[src/hw/rename_pkg.sv]
// Register naming package: architectural, physical and ROB index types and sizes
package rename_pkg;

    // Register file sizes
    localparam int NUM_ARCH = 32;
    localparam int NUM_PHYS = 64;

    // Free list holds every physical register not mapped at reset
    localparam int NUM_FREE = NUM_PHYS - NUM_ARCH;

    // Reorder buffer slots
    localparam int ROB_DEPTH = 8;

    // ISA register index, x0 to x31
    typedef logic [$clog2(NUM_ARCH)-1:0] arch_reg_t;

    // Physical register index, twice the ISA space
    typedef logic [$clog2(NUM_PHYS)-1:0] phys_reg_t;

    // Slot in the reorder buffer
    typedef logic [$clog2(ROB_DEPTH)-1:0] rob_id_t;

endpackage : rename_pkg
[src/hw/dispatch_pkg.sv]
// Dispatch package: decoded instruction and dispatch entry layouts, queue depth
package dispatch_pkg;

    // Decoded instructions waiting to be renamed
    localparam int IQ_DEPTH = 8;

    // One decoded instruction as it leaves decode
    typedef struct packed {
        logic                  valid;
        logic [31:0]           inst;
        logic [31:0]           pc;
        rename_pkg::arch_reg_t rs1;
        rename_pkg::arch_reg_t rs2;
        rename_pkg::arch_reg_t rd;
        // Low when the operand is an immediate or the PC
        logic                  use_rs1;
        logic                  use_rs2;
    } decoded_inst_t;

    // Renamed instruction for the reservation station and the ROB
    typedef struct packed {
        decoded_inst_t         inst;
        rename_pkg::rob_id_t   rob_id;
        rename_pkg::phys_reg_t phys_rs1;
        rename_pkg::phys_reg_t phys_rs2;
        rename_pkg::phys_reg_t phys_rd;
        logic                  rs1_ready;
        logic                  rs2_ready;
    } dispatch_entry_t;

endpackage : dispatch_pkg

[src/hw/rename_ifs.sv]
// Rename and readiness interfaces between the dispatcher and its lookup tables

// RAT lookup of both sources and update of the destination mapping
interface rename_if;
    import rename_pkg::*;

    arch_reg_t isa_rs1;
    arch_reg_t isa_rs2;
    arch_reg_t isa_rd;
    phys_reg_t rat_rs1;
    phys_reg_t rat_rs2;
    phys_reg_t new_rd;
    logic      rename_en;

    modport disp (output isa_rs1, isa_rs2, isa_rd, new_rd, rename_en,
                  input  rat_rs1, rat_rs2);
    modport tbl  (input  isa_rs1, isa_rs2, isa_rd, new_rd, rename_en,
                  output rat_rs1, rat_rs2);
endinterface : rename_if

// Busy table query of both sources and busy mark of the new destination
interface ready_if;
    import rename_pkg::*;

    phys_reg_t query_rs1;
    phys_reg_t query_rs2;
    logic      rs1_ready;
    logic      rs2_ready;
    phys_reg_t alloc_rd;
    logic      alloc_en;

    modport disp (output query_rs1, query_rs2, alloc_rd, alloc_en,
                  input  rs1_ready, rs2_ready);
    modport tbl  (input  query_rs1, query_rs2, alloc_rd, alloc_en,
                  output rs1_ready, rs2_ready);
endinterface : ready_if

[src/hw/rename_dispatch_top.sv]
// Rename and dispatch stage top: instruction queue, free list, RAT, busy table, dispatcher
module rename_dispatch_top (
    input  logic                          clk,
    input  logic                          rst,
    input  logic                          inst_push,
    input  dispatch_pkg::decoded_inst_t   inst_in,
    output logic                          inst_q_full,
    input  logic                          rs_full,
    input  logic                          rob_full,
    input  rename_pkg::rob_id_t           rob_id_next,
    input  logic                          wb_valid,
    input  rename_pkg::phys_reg_t         wb_phys,
    input  logic                          free_valid,
    input  rename_pkg::phys_reg_t         free_phys,
    output logic                          dispatch_valid,
    output dispatch_pkg::dispatch_entry_t dispatch_entry
);
    import rename_pkg::*;
    import dispatch_pkg::*;

    // One pop strobe drives both FIFOs
    logic          iq_pop;
    logic          iq_empty;
    decoded_inst_t iq_head;
    logic          fl_empty;
    phys_reg_t     fl_head;

    rename_if ren_bus ();
    ready_if  rdy_bus ();

    inst_queue i_inst_queue (
        .clk       (clk),
        .rst       (rst),
        .push      (inst_push),
        .push_data (inst_in),
        .pop       (iq_pop),
        .head      (iq_head),
        .empty     (iq_empty),
        .full      (inst_q_full)
    );

    free_list i_free_list (
        .clk         (clk),
        .rst         (rst),
        .pop         (iq_pop),
        .head        (fl_head),
        .empty       (fl_empty),
        .release_en  (free_valid),
        .release_reg (free_phys)
    );

    rat i_rat (
        .clk (clk),
        .rst (rst),
        .ren (ren_bus)
    );

    busy_table i_busy_table (
        .clk      (clk),
        .rst      (rst),
        .rdy      (rdy_bus),
        .wb_valid (wb_valid),
        .wb_phys  (wb_phys)
    );

    dispatcher i_dispatcher (
        .clk            (clk),
        .rst            (rst),
        .rs_full        (rs_full),
        .rob_full       (rob_full),
        .iq_empty       (iq_empty),
        .fl_empty       (fl_empty),
        .pop            (iq_pop),
        .inst           (iq_head),
        .free_rd        (fl_head),
        .rob_id_next    (rob_id_next),
        .ren            (ren_bus),
        .rdy            (rdy_bus),
        .dispatch_valid (dispatch_valid),
        .dispatch_entry (dispatch_entry)
    );

endmodule : rename_dispatch_top

[src/hw/dispatcher.sv]
// Dispatcher: pops queue and free list together, renames, builds the dispatch entry
module dispatcher (
    input  logic                          clk,
    input  logic                          rst,
    input  logic                          rs_full,
    input  logic                          rob_full,
    input  logic                          iq_empty,
    input  logic                          fl_empty,
    output logic                          pop,
    input  dispatch_pkg::decoded_inst_t   inst,
    input  rename_pkg::phys_reg_t         free_rd,
    input  rename_pkg::rob_id_t           rob_id_next,
    rename_if.disp                        ren,
    ready_if.disp                         rdy,
    output logic                          dispatch_valid,
    output dispatch_pkg::dispatch_entry_t dispatch_entry
);

    logic rd_write;

    // Pop only when both queues have data and both consumers have room
    assign pop = !rs_full && !rob_full && !iq_empty && !fl_empty;

    // Popped heads are in their registers one cycle later
    always_ff @(posedge clk) begin
        if (rst)
            dispatch_valid <= 1'b0;
        else
            dispatch_valid <= pop;
    end

    // x0 keeps its mapping and is never marked busy
    assign rd_write = dispatch_valid && (inst.rd != '0);

    // RAT lookup and destination rename
    assign ren.isa_rs1   = inst.rs1;
    assign ren.isa_rs2   = inst.rs2;
    assign ren.isa_rd    = inst.rd;
    assign ren.new_rd    = free_rd;
    assign ren.rename_en = rd_write;

    // Readiness of the renamed sources
    assign rdy.query_rs1 = ren.rat_rs1;
    assign rdy.query_rs2 = ren.rat_rs2;
    assign rdy.alloc_rd  = free_rd;
    assign rdy.alloc_en  = rd_write;

    always_comb begin
        dispatch_entry.inst     = inst;
        dispatch_entry.rob_id   = rob_id_next;
        dispatch_entry.phys_rs1 = ren.rat_rs1;
        dispatch_entry.phys_rs2 = ren.rat_rs2;
        // Popped register goes out even for x0, the ROB frees it at commit
        dispatch_entry.phys_rd  = free_rd;
        // Immediate or PC operands need no producer
        dispatch_entry.rs1_ready = !inst.use_rs1 || rdy.rs1_ready;
        dispatch_entry.rs2_ready = !inst.use_rs2 || rdy.rs2_ready;
    end

endmodule : dispatcher

[src/hw/busy_table.sv]
// Busy table: pending bit per physical register, set at dispatch, cleared at writeback
module busy_table (
    input logic                  clk,
    input logic                  rst,
    ready_if.tbl                 rdy,
    input logic                  wb_valid,
    input rename_pkg::phys_reg_t wb_phys
);
    import rename_pkg::*;

    logic [NUM_PHYS-1:0] busy;

    // Writeback in the same cycle counts as ready
    assign rdy.rs1_ready = !busy[rdy.query_rs1] || (wb_valid && wb_phys == rdy.query_rs1);
    assign rdy.rs2_ready = !busy[rdy.query_rs2] || (wb_valid && wb_phys == rdy.query_rs2);

    always_ff @(posedge clk) begin
        if (rst) begin
            busy <= '0;
        end else begin
            if (wb_valid)
                busy[wb_phys] <= 1'b0;
            // New destination is pending until its own writeback
            if (rdy.alloc_en)
                busy[rdy.alloc_rd] <= 1'b1;
        end
    end

endmodule : busy_table

[src/hw/rat.sv]
// Register alias table: maps each ISA register to its newest physical register
module rat (
    input logic  clk,
    input logic  rst,
    rename_if.tbl ren
);
    import rename_pkg::*;

    phys_reg_t map [NUM_ARCH];

    // Source lookups are combinational
    assign ren.rat_rs1 = map[ren.isa_rs1];
    assign ren.rat_rs2 = map[ren.isa_rs2];

    always_ff @(posedge clk) begin
        if (rst) begin
            // Identity mapping, x0 stays on physical register zero
            for (int i = 0; i < NUM_ARCH; i++)
                map[i] <= phys_reg_t'(i);
        end else if (ren.rename_en && ren.isa_rd != '0) begin
            map[ren.isa_rd] <= ren.new_rd;
        end
    end

endmodule : rat

[src/hw/free_list.sv]
// Free list: FIFO of unmapped physical registers, preloaded at reset, refilled at commit
module free_list (
    input  logic                  clk,
    input  logic                  rst,
    input  logic                  pop,
    output rename_pkg::phys_reg_t head,
    output logic                  empty,
    input  logic                  release_en,
    input  rename_pkg::phys_reg_t release_reg
);
    import rename_pkg::*;

    typedef logic [$clog2(NUM_FREE)-1:0] fl_ptr_t;
    typedef logic [$clog2(NUM_FREE):0]   fl_cnt_t;

    phys_reg_t mem [NUM_FREE];
    fl_ptr_t   wr_ptr;
    fl_ptr_t   rd_ptr;
    fl_cnt_t   count;
    logic      do_pop;

    assign empty  = (count == '0);
    assign do_pop = pop && !empty;

    always_ff @(posedge clk) begin
        if (rst) begin
            // Registers above the ISA range start out free, lowest first
            for (int i = 0; i < NUM_FREE; i++)
                mem[i] <= phys_reg_t'(NUM_ARCH + i);
            // Buffer is full so the write pointer has wrapped to zero
            wr_ptr <= '0;
            rd_ptr <= '0;
            count  <= fl_cnt_t'(NUM_FREE);
        end else begin
            // Commit order is kept by appending at the tail
            if (release_en) begin
                mem[wr_ptr] <= release_reg;
                wr_ptr      <= wr_ptr + 1'b1;
            end
            if (do_pop)
                rd_ptr <= rd_ptr + 1'b1;
            if (release_en && !do_pop)
                count <= count + 1'b1;
            else if (do_pop && !release_en)
                count <= count - 1'b1;
        end
    end

    // Head register loads with the instruction queue pop
    always_ff @(posedge clk) begin
        if (do_pop)
            head <= mem[rd_ptr];
    end

endmodule : free_list

[src/hw/inst_queue.sv]
// Instruction queue: circular FIFO of decoded instructions with a registered head
module inst_queue (
    input  logic                        clk,
    input  logic                        rst,
    input  logic                        push,
    input  dispatch_pkg::decoded_inst_t push_data,
    input  logic                        pop,
    output dispatch_pkg::decoded_inst_t head,
    output logic                        empty,
    output logic                        full
);
    import dispatch_pkg::*;

    typedef logic [$clog2(IQ_DEPTH)-1:0] iq_ptr_t;
    typedef logic [$clog2(IQ_DEPTH):0]   iq_cnt_t;

    decoded_inst_t mem [IQ_DEPTH];
    iq_ptr_t       wr_ptr;
    iq_ptr_t       rd_ptr;
    iq_cnt_t       count;
    logic          do_push;
    logic          do_pop;

    // Pushes into a full queue are dropped
    assign do_push = push && !full;
    assign do_pop  = pop && !empty;

    assign empty = (count == '0);
    assign full  = (count == iq_cnt_t'(IQ_DEPTH));

    // Pointers and occupancy
    always_ff @(posedge clk) begin
        if (rst) begin
            wr_ptr <= '0;
            rd_ptr <= '0;
            count  <= '0;
        end else begin
            if (do_push)
                wr_ptr <= wr_ptr + 1'b1;
            if (do_pop)
                rd_ptr <= rd_ptr + 1'b1;
            // Simultaneous push and pop leave the count alone
            if (do_push && !do_pop)
                count <= count + 1'b1;
            else if (do_pop && !do_push)
                count <= count - 1'b1;
        end
    end

    // Storage and head register
    always_ff @(posedge clk) begin
        if (do_push)
            mem[wr_ptr] <= push_data;
        // Oldest entry moves to the head on a pop
        if (do_pop)
            head <= mem[rd_ptr];
    end

endmodule : inst_queue

[config.mk]
export PLATFORM = sky130hd
export DESIGN_NAME = rename_dispatch_top
export DESIGN_NICKNAME = d
export VERILOG_FILES = /design/src/hw/rename_pkg.sv /design/src/hw/dispatch_pkg.sv /design/src/hw/rename_ifs.sv /design/src/hw/rename_dispatch_top.sv /design/src/hw/dispatcher.sv /design/src/hw/busy_table.sv /design/src/hw/rat.sv /design/src/hw/free_list.sv /design/src/hw/inst_queue.sv
export SDC_FILE = /design/constraint.sdc
export NUM_CORES = 2
export LEC_CHECK = 0
export BUFFER_PORTS_ARGS = -buffer_cell sky130_fd_sc_hd__buf_4
export CORE_AREA = 2 2 293 295
export CTS_CLUSTER_SIZE = 30
export DETAILED_ROUTE_END_ITERATION = 10
export DIE_AREA = 0 0 295 297
export GPL_TIMING_DRIVEN = 0
export PLACE_DENSITY = 0.8
export SLEW_MARGIN = 30
export SYNTH_ARGS = -nofsm -noshare
export SYNTH_HDL_FRONTEND = slang
export SYNTH_SLANG_ARGS = --single-unit
[constraint.sdc]
create_clock -name clk -period 10.8 [get_ports clk]
set_input_delay 0.54 -clock clk [delete_from_list [all_inputs] [get_ports clk]]
set_output_delay 0.54 -clock clk [all_outputs]
set_load 0.01 [all_outputs]
==> summary.md <==
| Metric | Value |
|---|---|
| Run status | complete, no violations |
| CTS tree | built |
| Seq pwr share | 0.460 |
| Post-synthesis sequential area ratio | 0.685 |
| DP Wirelength | 101000 um |
| Post-Syn Instances | 3025 |
| DR WL/cell | 31.5 um |
| Cts hold-fix bufs | 0 |
| Clock latency on the worst-skew pair | 0.72 ns |
| Final Max Slew Viols | 0 |
| WHS Path Cells | 1 |
| DIE AREA | 0.0876 mm2 |
| Clk root buf | clkbuf_16 |
| Die Ht | 297 um |
| Pint | 8.91 mW |
| Via count | 31300 |
| Fraction of layout cells with a size suffix above 1 | 0.280 |
| Period utilization | 0.577 |
| Router iterations before antenna repair | 5 |
| Clk slew on worst S/H paths | 0.06 ns |
| Num rows | 107 |
| Worst endpoint required time | 10.26 ns |
| Max Cap Viol | 0 |
| Synth Register Bits | 1219 |
| Layout fillers | 5145 |
| Synth Flop Type | edfxtp_1 |
| Clk pwr share | 0.342 |
| GPL Wtd Cong | 0.965 |
| Rel. slew slack | 0.290 |
| Worst R2R Setup Slack | 6.81 ns |
| RSZ-0062 raised after global routing | false |
| DRC Markers | 0 |
| Largest area contributor in the netlist | edfxtp_1 |
| Setup tns final | 0 ns |
| Initial antenna violation count | 14 |
| Synth Area per Inst | 17.2 um2 |
| Worst Path Max Fanout | 10 |
| PortBufs | 205 |
| Startpoint class of the critical path | flip-flop |
| Synth warn | 0 |
| H-tree Lvls | 3 |
| Global-route wire length before repair | 215000 um |
| Synth top area share | 0.650 |
| Worst hold path class | input pin to flip-flop |
| Starting density of the core | 0.617 |
| CTS sink cnt | 1219 |
| Top cells by area, synth | edfxtp_1, mux4_2, dfxtp_1 |
| Worst R2R Path Depth | 15 |
| R2R Path End | i_free_list.count[5] |
| Hold Path End | i_inst_queue.mem[7][14] |
| Final hold vios | 0 |
| Synth-to-Final Area Change | 15.6% |
| Worst Path Arrival | 5.69 ns |
| Sw power | 3.35 mW |
| Total global-route track usage | 0.342 |
| Min-delay src | inst_in[14] |
| Final WL | 148000 um |
| Cell area after synthesis | 0.0521 mm2 |
| Seq. cell area | 0.0357 mm2 |
| Final min period | 6.23 ns |
| Vias in the first global route | 32000 |
| First DRT Iteration DRCs | 4156 |
| Setup violators final | 0 |
| Hold Slack | 0.0465 ns |
| Fmax | 0.160 GHz |
| FF-to-FF Start | i_free_list.count[1] |
| Multi-input gate area | 0.0154 mm2 |
| Logic pwr share | 0.199 |
| Synth cell types | 65 |
| Final net count | 3577 |
| Power Dens Cells | 204 mW/mm2 |
| Antenna-violating nets left | 0 |
| Core area | 0.0845 mm2 |
| Crit end category | output port |
| Resized cells post-CTS | 0 |
| Die Span X | 295 um |
| Clock Tree Buf Depth | 3 |
| Worst slew pin tran | 1.06 ns |
| Largest net degree at the start of global routing | 28 |
| VDD IR max | 0.186 mV |
| # Post-CTS Setup Buffers | 0 |
| Net Sw Frac | 0.273 |
| Skew final | 0.0583 ns |
| Boundary Pins | 211 |
| Leakage | 19.1 nW |
| Async SR Flop Fraction | 0 |
| CTS Buf Count | 117 |
| Post-synth EDFFs | 1128 |
| Via density | 6.65 |
| Crit Path Category | flip-flop to output port |
| Global route overflow | 0 |
-- per-layer routing --
layer,vias up,share of wire,track usage
met5,-,0.0010,0.00610
met2,2174,0.48,0.537
li1,12900,-,-
met3,335,0.12,0.0900
met4,16,0.036,0.126
met1,15900,0.36,0.467
-- worst max-delay path, stage by stage, from the launching register on --
cell      delay, ns
edfxtp_1       0.37
buf_2          0.40
buf_1          0.83
buf_1          0.77
mux4_2         0.42
mux4_2         0.57
mux2i_1        0.42
inv_1          0.30
mux4_2         0.42
nand2_1        0.10
nand3_1        0.07
nand4_1        0.14
buf_4          0.13
-- stage by stage --
step | worst slack (ns) | total power [mW] | instances | area, um2 | utilization
floorplan | 1.64 | 7.19 | 3030 | 52100 | -
global placement | -6.57 | 8.03 | 4379 | 55100 | 0.652
detailed placement | 5.46 | 8.10 | 4481 | 56300 | 0.666
CTS | 4.70 | 12.3 | 4699 | 60200 | 0.712
global route | 4.62 | 12.6 | 4705 | 60200 | 0.713
finish | 4.57 | 12.3 | 4709 | 60200 | 0.713
-- flip-flops by register name (all words and copies together), names as in the netlist, 4 cells and up --
signal / flops
i_free_list.wr_ptr: 5
i_free_list.head: 6
i_inst_queue.head: 82
i_free_list.mem: 192
i_free_list.count: 6
i_free_list.rd_ptr: 5
i_inst_queue.mem: 656
i_busy_table.busy: 64
i_rat.map: 192
i_inst_queue.count: 4
-- power by group through the flow --
stage	Sequential, mW	Combinational, mW	Clock [mW]
global placement	5.79	2.24	0
finish	5.64	2.44	4.19
floorplan	5.74	1.46	0
detailed placement	5.72	2.37	0
global route	5.65	2.56	4.38
CTS	5.64	2.41	4.21
-- area by class of cell --
type                    instances  area share
diodes                         10    0.000415
plain buffers                 237      0.0173
clock buffers                 137      0.0505
clock inverters                81      0.0145
inverters                      32     0.00199
multi-input cells            1542       0.255
flip-flops and latches       1219       0.593
well taps                    1144      0.0238
repair buffers                307      0.0437
-- layout by cell type (no fill, tap or decap), types with 6 or more instances in the layout --
master,instances
o211ai_1,35
bufinv_16,15
buf_1,20
diode_2,10
clkbuf_1,182
o21ai_0,78
mux2_2,107
clkbuf_16,118
nor2_1,125
o21ai_1,52
nand3_1,50
xor2_1,14
nand2_1,137
edfxtp_1,1128
buf_6,14
mux4_1,10
nand3b_1,13
or2_2,8
dfxtp_1,91
nor2b_1,11
a21oi_1,31
mux4_2,314
buf_2,36
clkinv_1,25
inv_1,26
nand4_1,11
or3_1,132
buf_16,15
a22oi_1,11
nor3_1,66
buf_4,270
nand2b_1,10
clkbuf_2,17
mux2i_1,111
clkinv_2,31
xnor2_1,18
and2_1,122
ha_1,15
conb_1,6
-- Yosys cell counts, types with 8 or more instances --
master	n
nand2b_1	10
buf_1	32
xnor2_1	18
edfxtp_1	1128
nand4_1	11
or2_2	8
dfxtp_1	91
nand3_1	50
nor2_1	128
inv_1	26
xor2_1	14
o211ai_1	35
mux4_2	314
nand2_1	137
buf_2	18
or3_1	132
mux2_2	107
o21ai_0	126
a22oi_1	11
nor3_1	71
mux4_1	10
nor2b_1	11
nand3b_1	13
ha_1	15
clkbuf_1	171
a21oi_1	31
and2_1	122
mux2i_1	111
buf_4	8
-- kinds of logic after synthesis --
group,synth area share
DFF,0.685
and+or+nand+nor,0.0717
muxes,0.187
buffers and inverters,0.0218
AOI/OAI and AO/OA,0.0250
xor gates and xnor gates,0.00538
adders and majority gates,0.00437
other,0.0000719
-- worst max-delay path by stage --
stage / startpoint / end / slack, ns / depth (start not counted)
2_1_floorplan: i_inst_queue.count[0] / i_inst_queue.mem[0][0] / 1.64 / 4
3_3_place_gp: i_inst_queue.count[0] / i_inst_queue.mem[0][8] / -6.57 / 4
3_5_place_dp: i_inst_queue.head[8] / dispatch_entry[0] / 5.46 / 12
4_1_cts: i_inst_queue.head[8] / dispatch_entry[0] / 4.70 / 12
5_1_grt: i_inst_queue.head[8] / dispatch_entry[0] / 4.62 / 12
6_report: i_inst_queue.head[8] / dispatch_entry[0] / 4.57 / 12
No activity file was read; power rests on OpenSTA's default activity.
